`config.mk`:
```
export PLATFORM = sky130hd
export DESIGN_NAME = matrix_ctrl_top
export DESIGN_NICKNAME = d
export VERILOG_FILES = /design/src/design/matrix_pkg.sv /design/src/design/cmd_dispatch.sv /design/src/design/cmd_readframe.sv /design/src/design/cmd_fill.sv /design/src/design/frame_ram_arbiter.sv /design/src/design/frame_ram.sv /design/src/design/matrix_ctrl_top.sv
export VERILOG_INCLUDE_DIRS = /design/src /design/src/design
export SDC_FILE = /design/constraint.sdc
export NUM_CORES = 1
export LEC_CHECK = 0
export BUFFER_PORTS_ARGS = -buffer_cell sky130_fd_sc_hd__buf_2
export CAP_MARGIN = 20
export CORE_MARGIN = 5
export CORE_UTILIZATION = 60
export CTS_BUF_LIST = sky130_fd_sc_hd__clkbuf_2
export DETAILED_ROUTE_END_ITERATION = 10
export MAX_ROUTING_LAYER = met4
export PLACE_DENSITY = 0.75
export SETUP_SLACK_MARGIN = 0.4
export SYNTH_ARGS = -nofsm -noshare
export SYNTH_HDL_FRONTEND = slang
export SYNTH_HIERARCHICAL = 1
export SYNTH_SLANG_ARGS = --single-unit
```
`constraint.sdc`:
```
create_clock -name clk -period 6 [get_ports clk]
set_input_delay 0.3 -clock clk [delete_from_list [all_inputs] [get_ports clk]]
set_output_delay 0.3 -clock clk [all_outputs]
set_load 0.05 [all_outputs]
```
`src/design/matrix_cfg.svh`:
```
/* Frame geometry shared by every block of the matrix frame loader.
   Include this header wherever frame sizes or field widths are needed. */
`ifndef MATRIX_CFG_SVH
`define MATRIX_CFG_SVH

// ######################################################################
// Frame geometry
// ######################################################################
`define MATRIX_PIXEL_WIDTH      8
`define MATRIX_PIXEL_HEIGHT     4
`define MATRIX_BYTES_PER_PIXEL  3

// ######################################################################
// Derived sizes
// ######################################################################
`define MATRIX_FRAME_BYTES (`MATRIX_PIXEL_WIDTH * `MATRIX_PIXEL_HEIGHT * `MATRIX_BYTES_PER_PIXEL)
`define MATRIX_ADDR_BITS   $clog2(`MATRIX_FRAME_BYTES)
`define MATRIX_ROW_BITS    ((`MATRIX_PIXEL_HEIGHT > 1) ? $clog2(`MATRIX_PIXEL_HEIGHT) : 1)
`define MATRIX_COL_BITS    ((`MATRIX_PIXEL_WIDTH > 1) ? $clog2(`MATRIX_PIXEL_WIDTH) : 1)
`define MATRIX_BYTE_BITS   ((`MATRIX_BYTES_PER_PIXEL > 1) ? $clog2(`MATRIX_BYTES_PER_PIXEL) : 1)

`endif

```
`src/design/matrix_pkg.sv`:
```
/* Types shared by the frame loader blocks: opcodes, FSM states and the
   structs carried between the dispatcher, the handlers and the RAM arbiter. */
`include "matrix_cfg.svh"

package matrix_pkg;

    // ##################################################################
    // Field widths
    // ##################################################################
    typedef logic [`MATRIX_ROW_BITS-1:0]  row_t;
    typedef logic [`MATRIX_COL_BITS-1:0]  col_t;
    typedef logic [`MATRIX_BYTE_BITS-1:0] byte_idx_t;
    typedef logic [`MATRIX_ADDR_BITS-1:0] addr_t;

    // ##################################################################
    // Opcodes and states
    // ##################################################################
    typedef enum logic [7:0] {
        OP_NOP       = 8'h00,
        OP_READFRAME = 8'h01,
        OP_FILL      = 8'h02
    } opcode_e;

    typedef enum logic [1:0] {
        ST_IDLE,
        ST_READFRAME,
        ST_FILL
    } dispatch_state_e;

    typedef enum logic [1:0] {
        LD_IDLE,
        LD_RUN,
        LD_DONE
    } loader_state_e;

    // ##################################################################
    // Transfer structs
    // ##################################################################
    typedef struct packed {
        logic       strobe;
        logic [7:0] data;
    } byte_stb_t;

    typedef struct packed {
        logic       strobe;
        row_t       row;
        col_t       column;
        byte_idx_t  byte_idx;
        logic [7:0] data;
    } pix_wr_t;

    typedef struct packed {
        logic  strobe;
        addr_t addr;
    } ram_rd_req_t;

endpackage

```
`src/design/cmd_dispatch.sv`:
```
/* Command dispatcher. Decodes the opcode byte of each host command and
   routes the following bytes to the matching handler until it reports done. */
`timescale 1ns/1ps
`include "matrix_cfg.svh"

module cmd_dispatch (
    input  logic                  clk,
    input  logic                  reset,
    input  matrix_pkg::byte_stb_t byte_in,
    input  logic                  ld_done,
    input  logic                  fill_done,
    output matrix_pkg::byte_stb_t frame_bytes,
    output matrix_pkg::byte_stb_t fill_bytes,
    output logic                  busy,
    output logic                  frame_done
);
    import matrix_pkg::*;

    dispatch_state_e state;

    // ##################################################################
    // Opcode decode and handler tracking
    // ##################################################################
    always_ff @(posedge clk) begin
        if (reset) begin
            state      <= ST_IDLE;
            frame_done <= 1'b0;
        end else begin
            frame_done <= 1'b0;
            case (state)
                ST_IDLE: begin
                    if (byte_in.strobe) begin
                        case (opcode_e'(byte_in.data))
                            OP_READFRAME: state <= ST_READFRAME;
                            OP_FILL:      state <= ST_FILL;
                            OP_NOP:       state <= ST_IDLE;
                            default:      state <= ST_IDLE; // Unknown opcodes are dropped.
                        endcase
                    end
                end
                ST_READFRAME: begin
                    if (ld_done) begin
                        state      <= ST_IDLE;
                        frame_done <= 1'b1;
                    end
                end
                ST_FILL: begin
                    if (fill_done) begin
                        state      <= ST_IDLE;
                        frame_done <= 1'b1;
                    end
                end
                default: state <= ST_IDLE;
            endcase
        end
    end

    // ##################################################################
    // Byte routing
    // ##################################################################
    always_comb begin
        frame_bytes.strobe = byte_in.strobe && (state == ST_READFRAME);
        frame_bytes.data   = byte_in.data;
        fill_bytes.strobe  = byte_in.strobe && (state == ST_FILL);
        fill_bytes.data    = byte_in.data;
    end

    assign busy = (state != ST_IDLE); // High for the whole command.

endmodule

```
`src/design/cmd_readframe.sv`:
```
/* READFRAME handler. Stores each payload byte at the next pixel position,
   counting down from the last row, column and colour byte. */
`timescale 1ns/1ps
`include "matrix_cfg.svh"

module cmd_readframe (
    input  logic                  clk,
    input  logic                  reset,
    input  matrix_pkg::byte_stb_t frame_bytes,
    output matrix_pkg::pix_wr_t   ld_wr,
    output logic                  done
);
    import matrix_pkg::*;

    loader_state_e state;
    logic          wr_stb;
    row_t          row_q;
    col_t          col_q;
    byte_idx_t     idx_q;
    logic [7:0]    data_q;
    row_t          row_nxt;
    col_t          col_nxt;
    byte_idx_t     idx_nxt;
    logic          nxt_last;

    // ##################################################################
    // Next position steps byte index first, then column, then row
    // ##################################################################
    always_comb begin
        row_nxt = row_q;
        col_nxt = col_q;
        idx_nxt = idx_q;
        if (idx_q != '0) begin
            idx_nxt = idx_q - 1'b1;
        end else begin
            idx_nxt = byte_idx_t'(`MATRIX_BYTES_PER_PIXEL - 1);
            if (col_q != '0) begin
                col_nxt = col_q - 1'b1;
            end else begin
                col_nxt = col_t'(`MATRIX_PIXEL_WIDTH - 1);
                row_nxt = row_q - 1'b1;
            end
        end
        nxt_last = (row_nxt == '0) && (col_nxt == '0) && (idx_nxt == '0);
    end

    // ##################################################################
    // Loader FSM
    // ##################################################################
    always_ff @(posedge clk) begin
        if (reset) begin
            state  <= LD_IDLE;
            wr_stb <= 1'b0;
        end else begin
            case (state)
                LD_IDLE: begin
                    wr_stb <= frame_bytes.strobe;
                    if (frame_bytes.strobe) state <= LD_RUN;
                end
                LD_RUN: begin
                    wr_stb <= frame_bytes.strobe;
                    if (frame_bytes.strobe && nxt_last) state <= LD_DONE; // Final byte.
                end
                LD_DONE: begin
                    wr_stb <= 1'b0;
                    state  <= LD_IDLE;
                end
                default: state <= LD_IDLE;
            endcase
        end
    end

    always_ff @(posedge clk) begin
        if (frame_bytes.strobe && (state == LD_IDLE)) begin
            row_q  <= row_t'(`MATRIX_PIXEL_HEIGHT - 1);
            col_q  <= col_t'(`MATRIX_PIXEL_WIDTH - 1);
            idx_q  <= byte_idx_t'(`MATRIX_BYTES_PER_PIXEL - 1);
            data_q <= frame_bytes.data;
        end else if (frame_bytes.strobe && (state == LD_RUN)) begin
            row_q  <= row_nxt;
            col_q  <= col_nxt;
            idx_q  <= idx_nxt;
            data_q <= frame_bytes.data;
        end
    end

    assign ld_wr = '{strobe: wr_stb, row: row_q, column: col_q, byte_idx: idx_q, data: data_q};
    assign done  = (state == LD_DONE);

endmodule

```
`src/design/cmd_fill.sv`:
```
/* FILL handler. Collects one colour, then writes it over the whole frame
   one byte per cycle in the same descending order as READFRAME. */
`timescale 1ns/1ps
`include "matrix_cfg.svh"

module cmd_fill (
    input  logic                  clk,
    input  logic                  reset,
    input  matrix_pkg::byte_stb_t fill_bytes,
    output matrix_pkg::pix_wr_t   fill_wr,
    output logic                  done
);
    import matrix_pkg::*;

    loader_state_e state;
    byte_idx_t     colour_cnt;
    logic          wr_stb;
    logic [`MATRIX_BYTES_PER_PIXEL-1:0][7:0] colour;
    row_t          row_q;
    col_t          col_q;
    byte_idx_t     idx_q;
    logic [7:0]    data_q;
    row_t          row_nxt;
    col_t          col_nxt;
    byte_idx_t     idx_nxt;
    logic          start;

    assign start = fill_bytes.strobe && (state == LD_IDLE)
                   && (colour_cnt == byte_idx_t'(`MATRIX_BYTES_PER_PIXEL - 1));

    always_comb begin
        row_nxt = row_q;
        col_nxt = col_q;
        idx_nxt = idx_q - 1'b1;
        if (idx_q == '0) begin
            idx_nxt = byte_idx_t'(`MATRIX_BYTES_PER_PIXEL - 1);
            col_nxt = (col_q == '0) ? col_t'(`MATRIX_PIXEL_WIDTH - 1) : col_q - 1'b1;
            if (col_q == '0) row_nxt = row_q - 1'b1;
        end
    end

    always_ff @(posedge clk) begin
        if (reset) begin
            state      <= LD_IDLE;
            colour_cnt <= '0;
            wr_stb     <= 1'b0;
        end else begin
            case (state)
                LD_IDLE: begin
                    if (fill_bytes.strobe) colour_cnt <= start ? '0 : colour_cnt + 1'b1;
                    wr_stb <= start;
                    if (start) state <= LD_RUN;
                end
                LD_RUN: if ((row_nxt == '0) && (col_nxt == '0) && (idx_nxt == '0)) begin
                    state <= LD_DONE; // Last address goes out now.
                end
                default: begin
                    wr_stb <= 1'b0;
                    state  <= LD_IDLE;
                end
            endcase
        end
    end

    always_ff @(posedge clk) begin
        if (fill_bytes.strobe && (state == LD_IDLE)) begin
            for (int i = 0; i < `MATRIX_BYTES_PER_PIXEL - 1; i++) colour[i] <= colour[i+1];
            colour[`MATRIX_BYTES_PER_PIXEL-1] <= fill_bytes.data; // First byte ends at index 0.
        end
        if (start) begin
            {row_q, col_q, idx_q} <= {row_t'(`MATRIX_PIXEL_HEIGHT - 1),
                col_t'(`MATRIX_PIXEL_WIDTH - 1), byte_idx_t'(`MATRIX_BYTES_PER_PIXEL - 1)};
            data_q <= fill_bytes.data;
        end else if (state == LD_RUN) begin
            {row_q, col_q, idx_q} <= {row_nxt, col_nxt, idx_nxt};
            data_q <= colour[idx_nxt];
        end
    end

    assign fill_wr = '{strobe: wr_stb, row: row_q, column: col_q, byte_idx: idx_q, data: data_q};
    assign done    = (state == LD_DONE);

endmodule

```
`src/design/frame_ram_arbiter.sv`:
```
/* Frame RAM arbiter. Puts the active pixel writer on the RAM port and slots
   the host readback into cycles where no write is in flight. */
`timescale 1ns/1ps
`include "matrix_cfg.svh"

module frame_ram_arbiter (
    input  logic                        clk,
    input  logic                        reset,
    input  matrix_pkg::pix_wr_t         ld_wr,
    input  matrix_pkg::pix_wr_t         fill_wr,
    input  matrix_pkg::ram_rd_req_t     rd_req,
    input  logic [7:0]                  ram_rdata,
    output logic                        ram_we,
    output logic                        ram_en,
    output logic [`MATRIX_ADDR_BITS-1:0] ram_addr,
    output logic [7:0]                  ram_wdata,
    output logic [7:0]                  rd_data,
    output logic                        rd_valid
);
    import matrix_pkg::*;

    pix_wr_t wr;
    addr_t   wr_addr;
    logic    wr_active;
    logic    pend_valid;
    addr_t   pend_addr;
    addr_t   rd_addr;
    logic    rd_serve;

    always_comb begin
        wr        = ld_wr.strobe ? ld_wr : fill_wr; // Loader wins a collision.
        wr_active = ld_wr.strobe || fill_wr.strobe;
        wr_addr   = addr_t'((wr.row * `MATRIX_PIXEL_WIDTH + wr.column) * `MATRIX_BYTES_PER_PIXEL
                            + wr.byte_idx);
        rd_addr   = pend_valid ? pend_addr : rd_req.addr;
        rd_serve  = !wr_active && (pend_valid || rd_req.strobe);
    end

    always_ff @(posedge clk) begin
        if (reset) begin
            pend_valid <= 1'b0;
            rd_valid   <= 1'b0;
        end else begin
            pend_valid <= (pend_valid || rd_req.strobe) && wr_active;
            rd_valid   <= rd_serve; // Lines up with the RAM output register.
        end
        if (rd_req.strobe) pend_addr <= rd_req.addr;
    end

    assign ram_we    = wr_active;
    assign ram_en    = wr_active || rd_serve;
    assign ram_addr  = wr_active ? wr_addr : rd_addr;
    assign ram_wdata = wr.data;
    assign rd_data   = ram_rdata;

endmodule

```
`src/design/frame_ram.sv`:
```
/* Single-port frame buffer, one byte per location. Writes when enabled
   with the write enable set, otherwise returns a registered read. */
`timescale 1ns/1ps
`include "matrix_cfg.svh"

module frame_ram (
    input  logic                         clk,
    input  logic                         ram_en,
    input  logic                         ram_we,
    input  logic [`MATRIX_ADDR_BITS-1:0] ram_addr,
    input  logic [7:0]                   ram_wdata,
    output logic [7:0]                   ram_rdata
);

    logic [7:0] mem [`MATRIX_FRAME_BYTES];

    // ##################################################################
    // Storage
    // ##################################################################
    always_ff @(posedge clk) begin
        if (ram_en) begin
            if (ram_we) begin
                mem[ram_addr] <= ram_wdata;
            end else begin
                ram_rdata <= mem[ram_addr]; // One cycle read latency.
            end
        end
    end

endmodule

```
`src/design/matrix_ctrl_top.sv`:
```
/* Frame loading top level. Connects the command dispatcher, both frame
   handlers and the arbitrated frame RAM with its host readback port. */
`timescale 1ns/1ps
`include "matrix_cfg.svh"

module matrix_ctrl_top (
    input  logic                    clk,
    input  logic                    reset,
    input  matrix_pkg::byte_stb_t   byte_in,
    input  matrix_pkg::ram_rd_req_t rd_req,
    output logic                    busy,
    output logic                    frame_done,
    output logic [7:0]              rd_data,
    output logic                    rd_valid
);
    import matrix_pkg::*;

    byte_stb_t  frame_bytes;
    byte_stb_t  fill_bytes;
    pix_wr_t    ld_wr;
    pix_wr_t    fill_wr;
    logic       ld_done;
    logic       fill_done;
    logic       ram_we;
    logic       ram_en;
    addr_t      ram_addr;
    logic [7:0] ram_wdata;
    logic [7:0] ram_rdata;

    // ##################################################################
    // Command path
    // ##################################################################
    cmd_dispatch u_dispatch (
        .clk, .reset, .byte_in, .ld_done, .fill_done,
        .frame_bytes, .fill_bytes, .busy, .frame_done
    );

    cmd_readframe u_readframe (
        .clk, .reset, .frame_bytes, .ld_wr, .done(ld_done)
    );

    cmd_fill u_fill (
        .clk, .reset, .fill_bytes, .fill_wr, .done(fill_done)
    );

    // ##################################################################
    // Frame memory
    // ##################################################################
    frame_ram_arbiter u_arbiter (
        .clk, .reset, .ld_wr, .fill_wr, .rd_req, .ram_rdata,
        .ram_we, .ram_en, .ram_addr, .ram_wdata, .rd_data, .rd_valid
    );

    frame_ram u_ram (
        .clk,
        .ram_en,
        .ram_we,
        .ram_addr,
        .ram_wdata,
        .ram_rdata
    );

endmodule

```
# [Yosys cells after proc, flatten, opt, wreduce, memory -nomap -nowiden]
# Memory sizes are Yosys's and may differ from the RTL's. A register that Yosys moved wholly into a read port is not among the register bits.
# Index checks and enable logic that the tools add are counted.
[word_totals] inputBits=19 elab_cells=129 regBits=74 out_inout_bits=11 mem_bits_rw=768 n_memories=1
[classes] eq_ne=16 n_addsub=9 mux=39 bitwise=1 n_reduce_logical=40 magnitude_cmp=1 mul=1
[mem_list] name="u_ram.mem" depth=96 width=8 rd=1 rd_clocked_by_memory_dff=1 wr=1 line_no="frame_ram.sv:15" text="logic [7:0] mem [`MATRIX_FRAME_BYTES];"
[ops] cell="2-to-1 mux 8 bit" n=5
[ops] cell="multiplier 32 x 2 -> 7 bit (second input constant)" n=1
[ops] cell="2-to-1 mux 2 bit" n=14
[ops] cell="binary-select mux 8 bit (select 2 bit)" n=1
[ops] cell="zero test 2 bit" n=8
[ops] cell="2-to-1 mux 15 bit" n=1
[ops] cell="2-to-1 mux 7 bit" n=2
[ops] cell="logical AND 1 bit" n=13
[ops] cell="2-to-1 mux 3 bit" n=4
[ops] cell="one-hot mux 2 bit (2 select lines)" n=3
[ops] cell="nonzero test 2 bit" n=5
[ops] cell="zero test 3 bit" n=3
[ops] cell="equality test 2 bit (second input constant)" n=4
[ops] cell="equality test 8 x 1 -> 1 bit (second input constant)" n=1
[ops] cell="equality test 8 x 2 -> 1 bit (second input constant)" n=1
[ops] cell="inequality test 2 x 1 -> 1 bit (second input constant)" n=4
[ops] cell="AND reduction 2 bit" n=4
[ops] cell="subtractor 2 x 1 -> 2 bit (second input constant)" n=4
[ops] cell="adder 7 x 2 -> 7 bit" n=1
[ops] cell="adder 5 x 3 -> 6 bit" n=1
[ops] cell="equality test 2 x 1 -> 1 bit (second input constant)" n=3
[ops] cell="inequality test 2 bit (second input constant)" n=3
[ops] cell="one-hot mux 1 bit (2 select lines)" n=3
[ops] cell="one-hot mux 2 bit (3 select lines)" n=1
[ops] cell="other kinds (10)" n=17

# [Logic depth before layout (Yosys ltp)]
# Gate-level depths: netlist of the first run.
[logic_depth] word_depth=9 ltp_mapped=20

# [Cells and area by module]
# The synthesis of the first run kept the hierarchy.
[by_module_without_submodules] mod="frame_ram" cells_each=1523 instances=1 area_per_inst_um2=30126.4
[by_module_without_submodules] mod="cmd_fill" cells_each=147 instances=1 area_per_inst_um2=1931.9
[by_module_without_submodules] mod="frame_ram_arbiter" cells_each=94 instances=1 area_per_inst_um2=972.2
[by_module_without_submodules] mod="cmd_readframe" cells_each=70 instances=1 area_per_inst_um2=778.2
[by_module_without_submodules] mod="cmd_dispatch" cells_each=43 instances=1 area_per_inst_um2=360.3

# [Worst setup path before layout of the first run]
# No wires, ideal clock.
[synth_path] path_type="reg-to-reg" startpoint="reg u_readframe.wr_stb" endpoint="mem u_ram.mem[14][0] (enable)" t_arrival_ns=3.889 period_less_slack_ns=4.259 path_stages_with_launch=19 path_buffers=8 required_time_ns=5.630 slack_ns=1.741 cell_sequence="dfxtp_1 > buf_4 > buf_6 > buf_6 > mux2i_1 > fa_1 > inv_1 > ha_1 > inv_1 > fa_1 > a21oi_1 > buf_4 > buf_4 > buf_2 > buf_4 > and3_1 > nand2_1 > clkbuf_1 > nor2_1"
[synth_between] elab_cells_between_ends=12
[synth_rtl] item="start: declaration" line_no="cmd_readframe.sv:16" text="logic wr_stb;"
[synth_rtl] item="start signal: assignment" line_no="cmd_readframe.sv:57" text="wr_stb <= frame_bytes.strobe;"
[synth_rtl] item="start signal: assignment" line_no="cmd_readframe.sv:61" text="wr_stb <= frame_bytes.strobe;"
[synth_rtl] item="2-to-1 mux 15 bit" line_no="frame_ram_arbiter.sv:31" text="wr = ld_wr.strobe ? ld_wr : fill_wr;"
[synth_rtl] item="adder 5 x 3 -> 6 bit" line_no="frame_ram_arbiter.sv:33" text="wr_addr = addr_t'((wr.row * `MATRIX_PIXEL_WIDTH + wr.column) * `MATRIX_BYTES_PER_PIXEL"
[synth_rtl] item="multiplier 32 x 2 -> 7 bit (no line)"
[synth_rtl] item="adder 7 x 2 -> 7 bit" line_no="frame_ram_arbiter.sv:33"
[synth_rtl] item="2-to-1 mux 7 bit *" line_no="frame_ram_arbiter.sv:52" text="assign ram_addr = wr_active ? wr_addr : rd_addr;"
[synth_rtl] item="via ram_addr[2]" line_no="matrix_ctrl_top.sv:26" text="addr_t ram_addr;"
[synth_rtl] item="end: declaration" line_no="frame_ram.sv:15"
# The timed path passes the listed nets; every way through them passes the cells marked *.

# [Worst setup path after layout of the first run]
[layout_path] startpoint="reg u_readframe.wr_stb" endpoint="mem u_ram.mem[40][5] (enable)"
# The elaborated chain is that of the path after synthesis.

==> results of run 1 <==
-- cell families after synthesis --
logic type,share of synthesized area (%)
buf+inv,2.78
flops,73.9
fa+ha+maj,0.959
simple gates,4.45
compound gates,6.08
mux,11.8
xor+xnor,0.0513
-- how the worst min path moves through the flow --
stage	start	end	cells past startpoint	slack (ns)
2_1_floorplan	reset	u_fill/wr_stb$_SDFFE_PP0N_	1	0.37
3_3_place_gp	u_fill/colour[16]$_DFFE_PP_	u_fill/colour[8]$_DFFE_PP_	0	0.43
3_5_place_dp	u_fill/colour[16]$_DFFE_PP_	u_fill/colour[8]$_DFFE_PP_	0	0.44
4_1_cts	rd_req[0]	u_arbiter/pend_addr[0]$_DFFE_PP_	3	0.02
5_1_grt	rd_req[0]	u_arbiter/pend_addr[0]$_DFFE_PP_	3	0.07
6_report	rd_req[5]	u_arbiter/pend_addr[5]$_DFFE_PP_	3	0.24
-- layout by cell type, fill, tap and decap left out, types with 6 or more instances in the layout --
cell type and count:
a21oi_1 40, ha_1 23, o41ai_1 6, o22ai_1 46, mux2_2 23, dfxtp_1 27
a22o_1 13, mux2i_1 60, a221oi_1 15, nor2b_1 18, o221ai_1 10, o21ai_0 25
o211ai_1 11, a31oi_1 6, dlygate4sd3_1 37, buf_12 8, buf_4 71, clkinv_1 43
nand2_1 82, clkbuf_2 277, nand3_1 39, nor2_1 129, edfxtp_1 823, o21a_1 10
inv_1 27, mux4_2 136, nand2b_1 12, mux2_4 8, a22oi_1 46, buf_2 29
-- cell type report --
class | count | area (sq um)
inverters | 30 | 113
fillers | 3873 | 19000
clock inverters | 57 | 324
flip-flops and latches | 850 | 25300
repair buffers | 148 | 1280
multi-input cells | 867 | 8050
well taps | 756 | 946
clock buffers | 277 | 1390
diodes | 2 | 5.00
-- power by group --
group | leakage [nW] | total [W] | internal [W] | switching [W]
sequential | 7.62 | 0.00644 | 0.00642 | 0.0000158
combinational | 3.38 | 0.000603 | 0.000242 | 0.000360
clock | 1.30 | 0.00354 | 0.00137 | 0.00217
total | 12.3 | 0.0106 | 0.00803 | 0.00255
-- worst max-delay path, cell delays in order (launching register included) --
cell	delay [ns]
dfxtp_1	0.68
mux2i_1	0.37
fa_1	0.47
inv_1	0.08
ha_1	0.19
inv_1	0.08
fa_1	0.42
nand2b_1	0.19
a21o_1	0.18
a221oi_2	0.49
nor2b_1	0.58
buf_4	0.29
nand2_1	0.23
nor2_1	0.61
-- through the flow --
stage                     hold WS, ns  instance area (sq um)  setup WS, ns  util, %
final                           0.237                  37400         0.728     66.3
after global routing           0.0740                  37400         0.534     66.3
after CTS                      0.0224                  37300         0.755     66.1
after detailed placement        0.437                  35200         0.826     62.4
after global placement          0.430                  35200         0.794     62.4
after floorplan                 0.369                  34200          1.74        -
-- layer usage --
layer	GRT usage (%)	routed length, um	vias to the layer above
met1	36.0	30600	9668
met4	9.21	2680	0
met3	8.21	9070	217
met5	-	0	-
li1	-	-	8141
met2	41.0	38900	1202
-- sequential cells by signal, indices dropped and copies added (netlist names), 2 cells and up --
name	flops
u_readframe/idx_q	2
u_fill/data_q	8
u_arbiter/pend_addr	7
u_fill/col_q	3
u_readframe/col_q	3
u_fill/idx_q	2
u_ram/mem	768
u_fill/colour	24
u_readframe/data_q	8
u_ram/ram_rdata	8
u_fill/state	2
u_fill/row_q	2
u_fill/colour_cnt	2
u_readframe/state	2
u_dispatch/state	2
u_readframe/row_q	2
-- cell usage after synthesis, types with 23 or more instances --
master / instances
a21oi_1: 43
a22oi_1: 46
buf_2: 43
buf_4: 38
clkbuf_1: 29
dfxtp_1: 27
edfxtp_1: 823
ha_1: 23
inv_1: 27
mux2_2: 31
mux2i_1: 60
mux4_2: 136
nand2_1: 82
nand3_1: 39
nor2_1: 130
o21ai_0: 25
o22ai_1: 47
-- timing repair --
action	in CTS	in global routing
gates resized for setup	0	1
endpoints found under the setup margin	0	1
hold buffers	37	0
hold endpoints to repair	140	0
==> run metrics, run 1 <==
Worst-Skew Late Latency 1.38 ns; Unique masters post-synth 84; reg-to-reg endpoint u_ram/mem[40][5]$_DFFE_PP_; Seq/Total Area, Yosys 73.9%; Port Buf Inserts 29; Seq cells post-synth 850; CP endpoint u_ram/mem[40][5]$_DFFE_PP_; Slew HR 24.1%; length of the first detailed-routing pass in iterations 6; initial antenna violation count 1; RSZ-0062 raised after global routing no; number of vias in the routed layout 19,200; reg2reg setup slack 0.73 ns; post-route insts no fill 2,987; Initial Utilization 60.6%; GRT overflow 0; die height 249 um; dpl cells 2,610; # setup viols final 0; CTS Buf Count 198; Worst IR Drop VDD 157 uV; CP Data Required Time 6.94 ns; Critical Path Start u_readframe/wr_stb$_SDFFE_PP0P_; Cells after Synth 1,877; ranking of synthesized cells by area edfxtp_1 (72%), mux4_2 (9.0%), mux2i_1 (1.8%), dfxtp_1 (1.6%), nor2_1 (1.4%); syn nets 1,921; post-synth top area share 72.3%; Setup TNS 0 ns; drt wl/cell 27.2 um; async set-reset flop share out of synthesis 0%; PwrDens 283 nW/um^2; H-tree levels 4; vias in the first global route 19,500; Reg-to-Reg Start u_readframe/wr_stb$_SDFFE_PP0P_; first-pass GRT wire length 122 mm; Placer Congestion 0.943; HP Class primary input to flop; clk sink count 850; Tcrit/Tclk final 87.9%; Tmin final 5.27 ns; CTS Buffer Depth 3; Syn Area/Cell 18.2 sq um; CTS tree yes; Detail Placement HPWL 48.2 mm; GRT Total Usage 27.2%; largest net degree at the start of global routing 99; Syn-to-layout area delta 9.34%; CP Launch Type flop; Post-synth EDFFs 823; fmax 0.190 GHz; row count 87; arrival time at the worst endpoint 6.21 ns; Main synth FF type edfxtp_1; die outline area 61,800 sq um; worst r2r path cells 13; Max-cap violations 0; Die X 249 um; yosys warns 6; Setup Crit Path Kind flop to flop; Final nets 2,139; DRT Wirelength 81.2 mm; Worst Clk Skew 0.0832 ns; status finished, final reports clean; Core Box Area 56,400 sq um; drc violations 0; Setup Buffers After CTS 0; io pins 30; 1st-iter DRT viols 2,267; Tot Pwr 0.0106 W; P_leak 12.3 nW; area leader, netlist edfxtp_1; Tightest Pin Transition 1.14 ns; Final Hold Fails 0; layout cells sized above 1 26.7%; Slew Limit Fails 0; routed vias/inst 6.44; root buffer cell clkbuf_2; Crit Path Max Fanout 10; clk slew on worst S/H paths 0.10 ns; crit end category flop; ANT nets after route 0; Mapped Area 34,200 sq um
No activity file was read; power rests on OpenSTA's default activity.
==> run 2: changes to the inputs <==
Settings changed: SYNTH_HIERARCHICAL 1 to unset.
==> run metrics, run 2 <==
Max-cap violations 0 (unchanged); CP Data Required Time 7.15 ns (was 6.94 ns); Cells after Synth 1,966 (was 1,877); Reg-to-Reg Start u_readframe.wr_stb$_SDFFE_PP0P_ (was u_readframe/wr_stb$_SDFFE_PP0P_); vias in the first global route 19,800 (was 19,500); largest reg by FF count u_ram.mem (was u_ram/mem); yosys warns 0 (was 6); largest net degree at the start of global routing 97 (was 99); Final nets 2,246 (was 2,139); PwrDens 284 nW/um^2 (was 283 nW/um^2); Largest regs u_ram.mem x768, u_fill.colour x24 (was u_ram/mem x768, u_fill/colour x24); die outline area 62,000 sq um (was 61,800 sq um); CTS Buf Count 196 (was 198); Tcrit/Tclk final 86.4% (was 87.9%); syn nets 2,010 (was 1,921); Critical Path Start u_readframe.wr_stb$_SDFFE_PP0P_ (was u_readframe/wr_stb$_SDFFE_PP0P_); GRT Total Usage 27.5% (was 27.2%); Seq cells post-synth 850 (unchanged); max reg flops 768 (unchanged); fmax 0.193 GHz (was 0.190 GHz); Setup TNS 0 ns (unchanged); Worst Clk Skew 0.106 ns (was 0.0832 ns); DRT Wirelength 83.4 mm (was 81.2 mm); clk slew on worst S/H paths 0.10 ns (about the same); Placer Congestion 0.872 (was 0.943); fill cell total of the finished layout 3,809 (was 3,873); GRT overflow 0 (unchanged); routed vias/inst 6.31 (was 6.44); io pins 30 (unchanged); Slew Limit Fails 0 (unchanged); most common cell in the netlist edfxtp_1 (unchanged); layout cells sized above 1 25.1% (was 26.7%); Main synth FF type edfxtp_1 (unchanged); # setup viols final 0 (unchanged); area leader, netlist edfxtp_1 (unchanged); Seq/Total Area, Yosys 73.7% (was 73.9%); RSZ-0062 raised after global routing no (unchanged); clk sink count 850 (unchanged); Syn Area/Cell 17.4 sq um (was 18.2 sq um); final setup margin 0.816 ns (was 0.728 ns); async set-reset flop share out of synthesis 0% (unchanged); H-tree levels 4 (unchanged); Final Hold Fails 0 (unchanged); P_leak 12.6 nW (was 12.3 nW); CP Launch Type flop (unchanged); length of the first detailed-routing pass in iterations 6 (unchanged); Die X 249 um (about the same); CTS Buffer Depth 3 (unchanged); fin area 37,600 sq um (was 37,400 sq um); Tot Pwr 0.0107 W (was 0.0106 W); CP endpoint u_ram.ram_rdata[7]$_DFFE_PP_ (was u_ram/mem[40][5]$_DFFE_PP_); row count 87 (unchanged); ranking of synthesized cells by area edfxtp_1 (72%), mux4_2 (8.9%), mux2i_1 (1.9%), nand2_1 (1.8%), nor2_1 (1.7%) (was edfxtp_1 (72%), mux4_2 (9.0%), mux2i_1 (1.8%), dfxtp_1 (1.6%), nor2_1 (1.4%)); Worst IR Drop VDD 198 uV (was 157 uV); root buffer cell clkbuf_2 (unchanged); dpl ws 0.418 ns (was 0.826 ns); Synth top cells by count edfxtp_1 (823), nand2_1 (167), nor2_1 (153), mux4_2 (136), nand3_1 (84) (was edfxtp_1 (823), mux4_2 (136), nor2_1 (130), nand2_1 (82), mux2i_1 (60)); reg2reg setup slack 0.82 ns (was 0.73 ns); Initial Utilization 60.7% (was 60.6%); crit end category flop (unchanged); status finished, final reports clean (unchanged); Unique masters post-synth 74 (was 84); Detail Placement HPWL 48.4 mm (was 48.2 mm); most common cell after layout, fill and taps aside edfxtp_1 (unchanged); Mapped Area 34,300 sq um (was 34,200 sq um); commonest cells after routing, fill and taps aside edfxtp_1 (823), clkbuf_2 (284), nand2_1 (167) (was edfxtp_1 (823), clkbuf_2 (277), mux4_2 (136)); Placed Area 35,400 sq um (was 35,200 sq um); reg-to-reg endpoint u_ram.ram_rdata[7]$_DFFE_PP_ (was u_ram/mem[40][5]$_DFFE_PP_); CTS tree yes (unchanged); ANT nets after route 0 (unchanged); HP Class primary input to flop (unchanged); Setup Crit Path Kind flop to flop (unchanged); Worst-Skew Late Latency 1.45 ns (was 1.38 ns); Crit Path Max Fanout 24 (was 10); arrival time at the worst endpoint 6.33 ns (was 6.21 ns); initial antenna violation count 4 (was 1); Core Box Area 56,500 sq um (was 56,400 sq um); register area 25,300 sq um (about the same); Post-synth EDFFs 823 (unchanged); number of vias in the routed layout 19,700 (was 19,200); die height 249 um (about the same); 1st-iter DRT viols 2,613 (was 2,267); worst r2r path cells 13 (unchanged); Port Buf Inserts 29 (unchanged); first-pass GRT wire length 124 mm (was 122 mm); post-synth top area share 72.1% (was 72.3%); Syn-to-layout area delta 9.76% (was 9.34%); Tightest Pin Transition 1.19 ns (was 1.14 ns); area occupied by multi-input gates 8420 sq um (was 8050 sq um); drc violations 0 (unchanged); drt wl/cell 26.7 um (was 27.2 um); Slew HR 20.7% (was 24.1%); Tmin final 5.18 ns (was 5.27 ns)
==> run 2: repair_timing <==
item	in CTS	in global routing
hold buffers	38	0
setup buffers	0	0
pin swaps	0	0
resized for setup	1	1
endpoints found under the setup margin	1	8
endpoints found under the hold margin	103	0
cloned	0	1
==> run 2: worst min-delay path by stage <==
| stage | from | end | slack (ns) | depth (start not counted) |
|---|---|---|---|---|
| floorplan | reset | u_readframe.state[0]$_SDFFE_PP0P_ | 0.38 | 1 |
| detailed placement | u_fill.colour[20]$_DFFE_PP_ | u_fill.colour[12]$_DFFE_PP_ | 0.44 | 0 |
| finish | rd_req[5] | u_arbiter.pend_addr[5]$_DFFE_PP_ | 0.23 | 3 |
| CTS | rd_req[5] | u_arbiter.pend_addr[5]$_DFFE_PP_ | 0.05 | 3 |
| global placement | u_fill.colour[18]$_DFFE_PP_ | u_fill.colour[10]$_DFFE_PP_ | 0.43 | 0 |
| global route | rd_req[6] | u_arbiter.pend_addr[6]$_DFFE_PP_ | 0.09 | 3 |
==> run 2: cells by family after synthesis <==
| logic type | synth area share [%] |
|---|---|
| AO/OA/AOI/OAI | 5.01 |
| XOR/XNOR | 0.0767 |
| adder cells (fa/ha/maj) | 0.957 |
| buffers and inverters | 2.10 |
| flip-flops | 73.7 |
| multiplexers | 11.8 |
| AND/OR/NAND/NOR | 6.37 |
==> run 2: metal layers <==
metal	share of wire [%]	routed length, um	global-route usage, %
met1	37	31000	35.1
met2	48	39800	41.5
met3	11	9240	9.20
met4	4.0	3350	11.2
met5	0	0	-
==> run 2: area by class of cell <==
cell class,instances,share of cell area (%)
repair buffers,141,3.05
clock inverters,68,0.891
flip-flops and latches,850,67.1
clock buffers,284,3.78
diodes,7,0.0466
multi-input cells,993,22.4
inverters,20,0.200
well taps,756,2.51
==> run 2: metrics by stage <==
step           std cells  hold slack [ns]  util (%)
2_1_floorplan       1966            0.379         -
3_3_place_gp        2719            0.430      62.7
3_5_place_dp        2720            0.438      62.7
4_1_cts             3110           0.0549      66.5
5_1_grt             3119           0.0892      66.6
6_report            3119            0.228      66.6
==> run 2: power breakdown <==
part           internal (W)  switching, W
clock network       0.00137       0.00222
logic              0.000264      0.000399
registers           0.00642     0.0000239
total               0.00805       0.00264
==> run 2: worst max-delay path, stage by stage (launching register included) <==
cell      delay, ns
dfxtp_2        0.57
nand2_1        0.09
o21a_1         0.15
fa_1           0.50
inv_1          0.04
ha_1           0.23
fa_1           0.65
o21ba_2        0.26
o21ba_4        0.59
buf_4          0.45
mux4_2         0.35
a22oi_1        0.35
nor4bb_1       0.57
a211oi_1       0.08
